### src/hdl/data_access_macros.svh
// data access stage widths and address map
// word size, register index widths and the two address-space select bits

`ifndef DATA_ACCESS_MACROS_SVH
`define DATA_ACCESS_MACROS_SVH

// ======================================================================
// word geometry
// ======================================================================
`define DA_XLEN              32    // data and address width
`define DA_XLEN_BYTES        4     // byte lanes per word

// ======================================================================
// register file and register bank
// ======================================================================
`define DA_REG_ADDR_BITS     5     // x0..x31
`define DA_MM_REG_ADDR_BITS  8     // word index into the register bank

// ======================================================================
// address spaces
// ======================================================================
`define DA_MEM_SPACE_BIT     31    // main memory select
`define DA_REG_SPACE_BIT     30    // register bank select

`endif

### src/hdl/data_access_pkg.sv
// data access stage types
// word, enable and index types plus the load/store width and FSM state enums

`default_nettype none

`include "data_access_macros.svh"

package data_access_pkg;

    // ======================================================================
    // data and index types
    // ======================================================================
    typedef logic [`DA_XLEN-1:0]             xlen_t;         // data or address word
    typedef logic [`DA_XLEN_BYTES-1:0]       byte_en_t;      // one bit per lane
    typedef logic [`DA_REG_ADDR_BITS-1:0]    reg_addr_t;     // register file index
    typedef logic [`DA_MM_REG_ADDR_BITS-1:0] mm_reg_addr_t;  // register bank word index

    // ======================================================================
    // access width, funct3 encoding
    // ======================================================================
    // codes 3, 6 and 7 are not named and fall through to word handling
    typedef enum logic [2:0] {
        LS_BYTE   = 3'd0,   // lb / sb
        LS_HALF   = 3'd1,   // lh / sh
        LS_WORD   = 3'd2,   // lw / sw
        LS_BYTE_U = 3'd4,   // lbu
        LS_HALF_U = 3'd5    // lhu
    } ls_width_t;

    // control states
    typedef enum logic [1:0] {
        ST_IDLE      = 2'd0,  // waiting for an enable
        ST_LOAD      = 2'd1,  // read issued, waiting for valid
        ST_EXCEPTION = 2'd2   // one cycle for the alignment fault
    } access_state_t;

endpackage

`default_nettype wire

### src/hdl/access_fsm.sv
// data access control
// idle/load/exception FSM, alignment check, request pulses and read strobes

`default_nettype none

module access_fsm (
    input  wire logic                       clk,
    input  wire logic                       reset_n,
    input  wire logic                       sync_reset,
    input  wire logic                       access_enable,
    input  wire logic                       load_active,
    input  wire logic                       store_active,
    input  wire data_access_pkg::ls_width_t width,
    input  wire logic [1:0]                 addr_low,     // byte offset
    input  wire logic                       mem_space,    // memory select bit
    input  wire logic                       reg_space,    // register bank select bit
    input  wire logic                       mem_valid,
    input  wire logic                       mm_reg_valid,
    output logic                            mem_we_req,
    output logic                            mem_re_req,
    output logic                            load_write,
    output logic                            mem_re,
    output logic                            mm_reg_re,
    output logic                            load_done,
    output logic                            exception_alignment
);

    data_access_pkg::access_state_t state;
    data_access_pkg::access_state_t next_state;
    logic                           misaligned;
    logic                           exc_start;   // misaligned access accepted

    // ======================================================================
    // alignment check
    // ======================================================================
    always_comb begin
        case (width)
            data_access_pkg::LS_BYTE,
            data_access_pkg::LS_BYTE_U: misaligned = 1'b0;          // any offset ok
            data_access_pkg::LS_HALF,
            data_access_pkg::LS_HALF_U: misaligned = addr_low[0];   // odd address
            default:                    misaligned = |addr_low;     // word, unknown codes
        endcase
    end

    // ======================================================================
    // next state and request pulses
    // ======================================================================
    always_comb begin
        next_state = state;
        mem_we_req = 1'b0;
        mem_re_req = 1'b0;
        load_write = 1'b0;
        exc_start  = 1'b0;
        case (state)
            data_access_pkg::ST_IDLE: begin
                // store wins when both are flagged
                if (access_enable && (store_active || load_active)) begin
                    if (misaligned) begin
                        exc_start  = 1'b1;
                        next_state = data_access_pkg::ST_EXCEPTION;
                    end else if (store_active) begin
                        mem_we_req = 1'b1;   // stays idle, next access may follow
                    end else begin
                        mem_re_req = 1'b1;
                        next_state = data_access_pkg::ST_LOAD;
                    end
                end
            end
            data_access_pkg::ST_LOAD: begin
                if (mem_valid || mm_reg_valid) begin
                    load_write = 1'b1;       // data present this cycle
                    next_state = data_access_pkg::ST_IDLE;
                end
            end
            data_access_pkg::ST_EXCEPTION: next_state = data_access_pkg::ST_IDLE;
            default:                       next_state = data_access_pkg::ST_IDLE;
        endcase
    end

    // state, registered bank read strobe and exception pulse
    always_ff @(posedge clk or negedge reset_n) begin
        if (!reset_n) begin
            state               <= data_access_pkg::ST_IDLE;
            mm_reg_re           <= 1'b0;
            exception_alignment <= 1'b0;
        end else if (sync_reset) begin
            state               <= data_access_pkg::ST_IDLE;
            mm_reg_re           <= 1'b0;
            exception_alignment <= 1'b0;
        end else begin
            state               <= next_state;
            mm_reg_re           <= mem_re_req & reg_space;   // one cycle after enable
            exception_alignment <= exc_start;
        end
    end

    assign mem_re    = mem_re_req & mem_space;  // same cycle as enable
    assign load_done = load_write;

    // ======================================================================
    // checks
    // ======================================================================
    // caller keeps the address steady while the read is out
    a_addr_held: assert property (@(posedge clk) disable iff (!reset_n)
        (state == data_access_pkg::ST_LOAD) |-> $stable({addr_low, mem_space, reg_space}));

    // responses only while a load is pending
    a_valid_in_load: assert property (@(posedge clk) disable iff (!reset_n)
        (mem_valid || mm_reg_valid) |-> (state == data_access_pkg::ST_LOAD));

endmodule

`default_nettype wire

### src/hdl/store_path.sv
// store data path
// byte enables, lane-shifted store data and register bank write strobes,
// all registered one cycle after the store request

`default_nettype none

`include "data_access_macros.svh"

module store_path (
    input  wire logic                       clk,
    input  wire logic                       reset_n,
    input  wire logic                       mem_we_req,
    input  wire data_access_pkg::ls_width_t width,
    input  wire data_access_pkg::xlen_t     access_addr,
    input  wire data_access_pkg::xlen_t     data_to_store,
    output data_access_pkg::byte_en_t       mem_we,
    output data_access_pkg::xlen_t          mem_wdata,
    output data_access_pkg::xlen_t          store_addr,
    output logic                            write_pending,
    output logic                            mm_reg_we,
    output data_access_pkg::mm_reg_addr_t   mm_reg_addr,
    output data_access_pkg::xlen_t          mm_reg_wdata,
    output logic                            store_done
);

    localparam int OFS_BITS = $clog2(`DA_XLEN_BYTES);

    logic [OFS_BITS-1:0]        offset;
    data_access_pkg::byte_en_t  lane_en;
    data_access_pkg::xlen_t     lane_data;

    assign offset = access_addr[OFS_BITS-1:0];

    // ======================================================================
    // lane enables and data shift
    // ======================================================================
    always_comb begin
        case (width)
            data_access_pkg::LS_BYTE,
            data_access_pkg::LS_BYTE_U: lane_en = 4'b0001 << offset;   // sb
            data_access_pkg::LS_HALF,
            data_access_pkg::LS_HALF_U: lane_en = 4'b0011 << offset;   // sh
            default:                    lane_en = 4'b1111;             // sw
        endcase
    end

    // low bytes move up into the addressed lanes
    assign lane_data = data_to_store << {offset, 3'b000};

    // ======================================================================
    // output registers
    // ======================================================================
    // strobes, cleared on reset
    always_ff @(posedge clk or negedge reset_n) begin
        if (!reset_n) begin
            mem_we        <= '0;
            mm_reg_we     <= 1'b0;
            store_done    <= 1'b0;
            write_pending <= 1'b0;
        end else begin
            // memory lanes only when the memory bit is set
            mem_we        <= {`DA_XLEN_BYTES{mem_we_req & access_addr[`DA_MEM_SPACE_BIT]}}
                             & lane_en;
            mm_reg_we     <= mem_we_req & access_addr[`DA_REG_SPACE_BIT];
            store_done    <= mem_we_req;
            write_pending <= mem_we_req;   // steers mem_addr to store_addr
        end
    end

    // payload, valid alongside the strobes
    always_ff @(posedge clk) begin
        mem_wdata    <= lane_data;
        store_addr   <= access_addr;
        mm_reg_wdata <= data_to_store;      // bank takes the full word
        mm_reg_addr  <= access_addr[`DA_MM_REG_ADDR_BITS+1:2];   // also used by loads
    end

    // ======================================================================
    // checks
    // ======================================================================
    // lane shift assumes a request aligned to its width
    a_req_aligned: assert property (@(posedge clk) disable iff (!reset_n)
        mem_we_req |-> (width inside {data_access_pkg::LS_BYTE, data_access_pkg::LS_BYTE_U})
            || (offset == '0)
            || ((width inside {data_access_pkg::LS_HALF, data_access_pkg::LS_HALF_U})
                && !offset[0]));

endmodule

`default_nettype wire

### src/hdl/load_writeback.sv
// load data path and register write-back
// picks the responding space, aligns and extends the loaded word, and muxes
// it against the pass-through rd result

`default_nettype none

`include "data_access_macros.svh"

module load_writeback (
    input  wire logic                       clk,
    input  wire logic                       reset_n,
    input  wire logic                       access_enable,
    input  wire data_access_pkg::ls_width_t width,
    input  wire logic [1:0]                 addr_low,
    input  wire logic                       mem_valid,
    input  wire data_access_pkg::xlen_t     mem_rdata,
    input  wire logic                       mm_reg_valid,
    input  wire data_access_pkg::xlen_t     mm_reg_rdata,
    input  wire logic                       load_write,
    input  wire logic                       save_to_rd,
    input  wire data_access_pkg::reg_addr_t rd_addr,
    input  wire data_access_pkg::xlen_t     rd_data,
    output logic                            reg_we,
    output data_access_pkg::reg_addr_t      reg_addr,
    output data_access_pkg::xlen_t          reg_wdata
);

    data_access_pkg::ls_width_t width_q;     // width of the access in flight
    logic [1:0]                 offset_q;    // its byte offset
    data_access_pkg::xlen_t     rdata_mux;
    data_access_pkg::xlen_t     rdata_shift;
    data_access_pkg::xlen_t     load_data;

    // ======================================================================
    // capture at enable
    // ======================================================================
    always_ff @(posedge clk or negedge reset_n) begin
        if (!reset_n) begin
            width_q  <= data_access_pkg::LS_WORD;
            offset_q <= 2'b00;
        end else if (access_enable) begin
            width_q  <= width;
            offset_q <= addr_low;
        end
    end

    // ======================================================================
    // align and extend
    // ======================================================================
    assign rdata_mux   = mem_valid ? mem_rdata : mm_reg_rdata;  // bank otherwise
    assign rdata_shift = rdata_mux >> {offset_q, 3'b000};       // addressed byte to lane 0

    always_comb begin
        case (width_q)
            data_access_pkg::LS_BYTE:
                load_data = {{(`DA_XLEN-8){rdata_shift[7]}}, rdata_shift[7:0]};
            data_access_pkg::LS_HALF:
                load_data = {{(`DA_XLEN-16){rdata_shift[15]}}, rdata_shift[15:0]};
            data_access_pkg::LS_BYTE_U:
                load_data = {{(`DA_XLEN-8){1'b0}}, rdata_shift[7:0]};
            data_access_pkg::LS_HALF_U:
                load_data = {{(`DA_XLEN-16){1'b0}}, rdata_shift[15:0]};
            default:
                load_data = rdata_shift;   // lw and unknown codes
        endcase
    end

    // ======================================================================
    // register file write
    // ======================================================================
    // load result wins, rd_data otherwise
    assign reg_we    = (access_enable & save_to_rd) | load_write;
    assign reg_wdata = load_write ? load_data : rd_data;
    assign reg_addr  = rd_addr;              // held by the caller during loads

    // one responder at a time
    a_valid_excl: assert property (@(posedge clk) disable iff (!reset_n)
        !(mem_valid && mm_reg_valid));

endmodule

`default_nettype wire

### src/hdl/data_access_top.sv
// data access stage top
// ties the control FSM to the store and load paths, muxes the memory address

`default_nettype none

`include "data_access_macros.svh"

module data_access_top (
    input  wire logic                         clk,
    input  wire logic                         reset_n,
    input  wire logic                         sync_reset,
    // from the execution unit
    input  wire logic                         access_enable,
    input  wire logic                         load_active,
    input  wire logic                         store_active,
    input  wire data_access_pkg::ls_width_t   width,
    input  wire data_access_pkg::xlen_t       access_addr,
    input  wire data_access_pkg::xlen_t       data_to_store,
    input  wire logic                         save_to_rd,
    input  wire data_access_pkg::reg_addr_t   rd_addr,
    input  wire data_access_pkg::xlen_t       rd_data,
    // memory
    input  wire logic                         mem_valid,
    input  wire data_access_pkg::xlen_t       mem_rdata,
    output logic                              mem_re,
    output data_access_pkg::byte_en_t         mem_we,
    output data_access_pkg::xlen_t           mem_addr,
    output data_access_pkg::xlen_t            mem_wdata,
    // register bank
    input  wire logic                         mm_reg_valid,
    input  wire data_access_pkg::xlen_t       mm_reg_rdata,
    output logic                              mm_reg_re,
    output logic                              mm_reg_we,
    output data_access_pkg::mm_reg_addr_t     mm_reg_addr,
    output data_access_pkg::xlen_t            mm_reg_wdata,
    // status
    output logic                              store_done,
    output logic                              load_done,
    output logic                              exception_alignment,
    // register file
    output logic                              reg_we,
    output data_access_pkg::reg_addr_t        reg_addr,
    output data_access_pkg::xlen_t            reg_wdata
);

    logic                   mem_we_req;     // store accepted
    logic                   mem_re_req;     // load accepted
    logic                   load_write;     // load data valid
    logic                   write_pending;  // store strobes out this cycle
    data_access_pkg::xlen_t store_addr;

    // ======================================================================
    // control
    // ======================================================================
    access_fsm u_fsm (
        .clk, .reset_n, .sync_reset, .access_enable, .load_active, .store_active, .width,
        .addr_low  (access_addr[1:0]),
        .mem_space (access_addr[`DA_MEM_SPACE_BIT]),
        .reg_space (access_addr[`DA_REG_SPACE_BIT]),
        .mem_valid, .mm_reg_valid, .mem_we_req, .mem_re_req, .load_write,
        .mem_re, .mm_reg_re, .load_done, .exception_alignment
    );

    // ======================================================================
    // data paths
    // ======================================================================
    store_path u_store (
        .clk, .reset_n, .mem_we_req, .width, .access_addr, .data_to_store,
        .mem_we, .mem_wdata, .store_addr, .write_pending,
        .mm_reg_we, .mm_reg_addr, .mm_reg_wdata, .store_done
    );

    load_writeback u_load (
        .clk, .reset_n, .access_enable, .width,
        .addr_low (access_addr[1:0]),
        .mem_valid, .mem_rdata, .mm_reg_valid, .mm_reg_rdata, .load_write,
        .save_to_rd, .rd_addr, .rd_data, .reg_we, .reg_addr, .reg_wdata
    );

    // registered store address while the write strobes are out
    assign mem_addr = write_pending ? store_addr : access_addr;

endmodule

`default_nettype wire

### config.mk
export PLATFORM = sky130hd
export DESIGN_NAME = data_access_top
export DESIGN_NICKNAME = d
export VERILOG_FILES = /design/src/hdl/data_access_pkg.sv /design/src/hdl/access_fsm.sv /design/src/hdl/store_path.sv /design/src/hdl/load_writeback.sv /design/src/hdl/data_access_top.sv
export VERILOG_INCLUDE_DIRS = /design/src /design/src/hdl
export SDC_FILE = /design/constraint.sdc
export NUM_CORES = 1
export LEC_CHECK = 0
export BUFFER_PORTS_ARGS = -buffer_cell sky130_fd_sc_hd__buf_2
export CORE_AREA = 2 2 127 129
export CTS_BUF_LIST = sky130_fd_sc_hd__clkbuf_8
export DETAILED_ROUTE_END_ITERATION = 12
export DIE_AREA = 0 0 129 131
export RECOVER_POWER = 25
export SYNTH_ARGS = -nofsm -noshare
export SYNTH_HDL_FRONTEND = slang
export SYNTH_SLANG_ARGS = --single-unit
export TNS_END_PERCENT = 20
### constraint.sdc
create_clock -name clk -period 3.16 [get_ports clk]
set_input_delay 0.158 -clock clk [delete_from_list [all_inputs] [get_ports clk]]
set_output_delay 0.158 -clock clk [all_outputs]
set_load 0.05 [all_outputs]
==> key figures <==
Placement
  • Placer congestion estimate: 0.8870
  • Worst slack, placed: 587.2 ps
  • HPWL after detailed placement: 14.70 mm
  • Port Buf Inserts: 318
  • Post-DP Area: 6810 sq um

Timing
  • Final Cycle Share: 93.81%
  • Skew final: 4.243 ps
  • Post-layout min period: 2964 ps
  • Worst Tran Pin Value: 1202 ps
  • Hold Vio Cnt, Final: 0
  • Unrepaired setup endpoints after global routing: false
  • Peak Freq: 0.3373 GHz
  • Final setup vio count: 0
  • Setup TNS Final: 0 ps
  • Slew headroom: 19.84%
  • Worst setup margin: 195.6 ps
  • Max-slew violations: 0

GRT
  • Overflow after GRT: 0
  • Global-route usage over all layers: 21.32%
  • First-pass GRT wire length: 27.05 mm
  • Vias in the first global route: 4911
  • Largest net degree at the start of global routing: 42
  • Antenna violations before repair: 1

Logic synthesis
  • Count leader, synth: dfxtp_1
  • Synth warnings: 0
  • Mapped Nets: 622
  • Mean Syn Cell Area: 11.23 sq um
  • Synth area leaders: dfxtp_1 (38%), mux2i_1 (10%), mux2_2 (7.4%), dfrtp_1 (7.0%), mux4_2 (5.9%)
  • Primary FF master, synth: dfxtp_1
  • Sequential share of the synthesized area: 46.01%
  • Ys async rst share: 13.51%
  • Post-synth top cells: dfxtp_1 (96), mux2i_1 (51), mux2_2 (33), nor2_1 (31), and2_1 (23)
  • Area share of the leading cell type in the synthesized netlist: 38.47%
  • Cell Area, Synth: 4996 sq um
  • Synth Register Bits: 111
  • EDFF count, synth: 0
  • Post-synth cell types: 43
  • Largest area contributor in the netlist: dfxtp_1
  • Synth Instances: 445

CTS
  • CTS tree: yes
  • CTS Buffer Depth: 2
  • Worst-path clk slew: 120 ps
  • Clk_lat worst skew: 370 ps
  • CTS resizes: 0
  • CTS Sinks: 111
  • Total CTS buffers: 9
  • H-tree depth: 3
  • Clock Root Buffer: clkbuf_8

Floorplan
  • DIE AREA: 16900 sq um
  • Core ar.: 15600 sq um
  • Site row count: 46
  • Die width: 129 um
  • Top Ports: 329
  • Initial Util: 32.03%
  • Die height: 131 um

Final layout
  • Share of cells above drive strength 1: 44.79%
  • FF+latch area: 2298 sq um
  • Number of antenna diodes: 0
  • Final core occ: 48.84%
  • Syn-to-layout area delta: 52.49%
  • Fillers: 1455
  • Area taken by multi-input logic gates: 2381 sq um
  • Design Area, Final: 7619 sq um
  • Nets@finish: 978

Power
  • Pwr dens: 470.5 nW/um^2
  • Max VDD drop: 0.2377 mV
  • Total chip power: 0.003584 W
  • Leakage Power: 3.608 nW

Setup path
  • Slowest stage delay, CP: 640 ps
  • Setup crit start kind: flop
  • Crit path buf inv count: 3
  • CP max-delay cell: and3_1
  • Worst path cell trace: buf_4 > inv_1 > o2bb2ai_1 > and3_1 > o32a_2 > buf_2
  • CP endpoint kind: output port
  • Worst Path Required: 3000 ps
  • Setup CP Type: flop to output port
  • Top delay family on crit path: buffers and inverters
  • Maximum fanout along the worst path: 16
  • Crit path DAT: 2810 ps

Drt
  • Met3 wire len: 1.331 mm
  • Vias per inst: 4.773
  • DR WL/cell: 18.61 um
  • Met2 Wirelength: 10.26 mm
  • TritonRoute pass-1 iters: 4
  • DRC Markers: 0
  • Detail Route Antenna Nets: 0
  • Final WL: 19.02 mm
  • Top layer in use: met5
  • Routed vias: 4878
  • M1 wire length: 6.713 mm
  • Initial DRC count: 150

Run status
  • Status: finished clean

Hold path
  • Min-Delay Path Class: primary input to flop

Job
  • Max-Cap Viols: 0
cell usage in the layout, fill, tap and decap left out, types with 3 or more instances in the layout:
| cell type | n |
|---|---|
| dfxtp_1 | 96 |
| buf_12 | 11 |
| a21oi_1 | 20 |
| nor2b_1 | 9 |
| buf_4 | 9 |
| clkbuf_8 | 9 |
| a211oi_1 | 9 |
| nor3_1 | 7 |
| dlygate4sd3_1 | 65 |
| nor2_1 | 31 |
| buf_2 | 261 |
| and2_1 | 23 |
| mux4_2 | 13 |
| o22ai_1 | 6 |
| clkbuf_1 | 47 |
| mux2_2 | 33 |
| dfrtp_1 | 14 |
| nand2_1 | 17 |
| mux2i_1 | 51 |
| o22a_1 | 15 |
| o32a_1 | 4 |
| mux4_1 | 3 |
| inv_1 | 7 |
| o21ai_0 | 7 |
| o32a_2 | 12 |
where the power goes:
part	switching, W	internal (W)
registers	0.0000410	0.00149
clock network	0.000557	0.000330
logic	0.000757	0.000414
final timing paths:
path | start | to | slack (ps) | cells past startpoint
hold reg to reg | u_fsm.state[0] | u_fsm.state[0] | 590 | 2
setup / recovery | u_load.offset_q[0] | reg_wdata[22] | 200 | 6
hold / removal | store_active | u_store.write_pending | 40 | 3
min in group asynchronous | reset_n | u_store.mm_reg_we | 240 | 2
max in group asynchronous | reset_n | u_load.width_q[1] | 2600 | 2
setup reg to reg | u_fsm.state[1] | u_store.mem_we[1] | 1400 | 4
worst register-to-register path: stages, from the launching register on:
cell and delay (ps):
dfrtp_1 440, or3b_2 520, a211oi_1 370, nand2_1 210, a21oi_1 160
final cells by class:
cell class / instances / share of cell area, %
multi-input cells: 278 / 31.25
flip-flops and latches: 111 / 30.17
clock inverters: 7 / 1.215
well taps: 216 / 3.547
clock buffers: 9 / 1.626
repair buffers: 394 / 31.84
inverters: 7 / 0.3449
registers in the layout, summed over array words and instances, names as in the netlist:
register / flops
u_store.write_pending: 1
u_load.width_q: 3
u_store.mem_wdata: 32
u_fsm.state: 2
u_store.mm_reg_we: 1
u_load.offset_q: 2
u_fsm.mm_reg_re: 1
u_fsm.exception_alignment: 1
u_store.mm_reg_wdata: 32
u_store.mem_we: 4
u_store.store_addr: 32
stage by stage:
step	hold WS, ps	cells
floorplan	-137.6	445
global placement	100.3	941
global route	44.19	1022
finish	37.33	1022
detailed placement	119.5	941
CTS	11.26	1022
routing by layer:
metal,GRT usage [%],vias up
li1,-,2310
met2,41.18,243
met5,0,-
met1,21.55,2288
met3,5.008,35
met4,10.17,2
logic make-up (layout without fill, tap and decap cells):
kind of cell | count (synthesis) | count (layout) | synth area share [%]
AOI/OAI and AO/OA | 79 | 79 | 12.27
buffers and inverters | 56 | 417 | 6.461
DFF | 111 | 111 | 46.01
muxes | 100 | 100 | 25.09
and+or+nand+nor | 99 | 99 | 10.17
repair_timing:
item                                   in CTS  in global routing
hold buffers                               65                  0
endpoints found under the hold margin      81                  0
setup buffers                               0                  0
setup endpoints to repair                   0                  0
(Power assumes the default switching activity.)
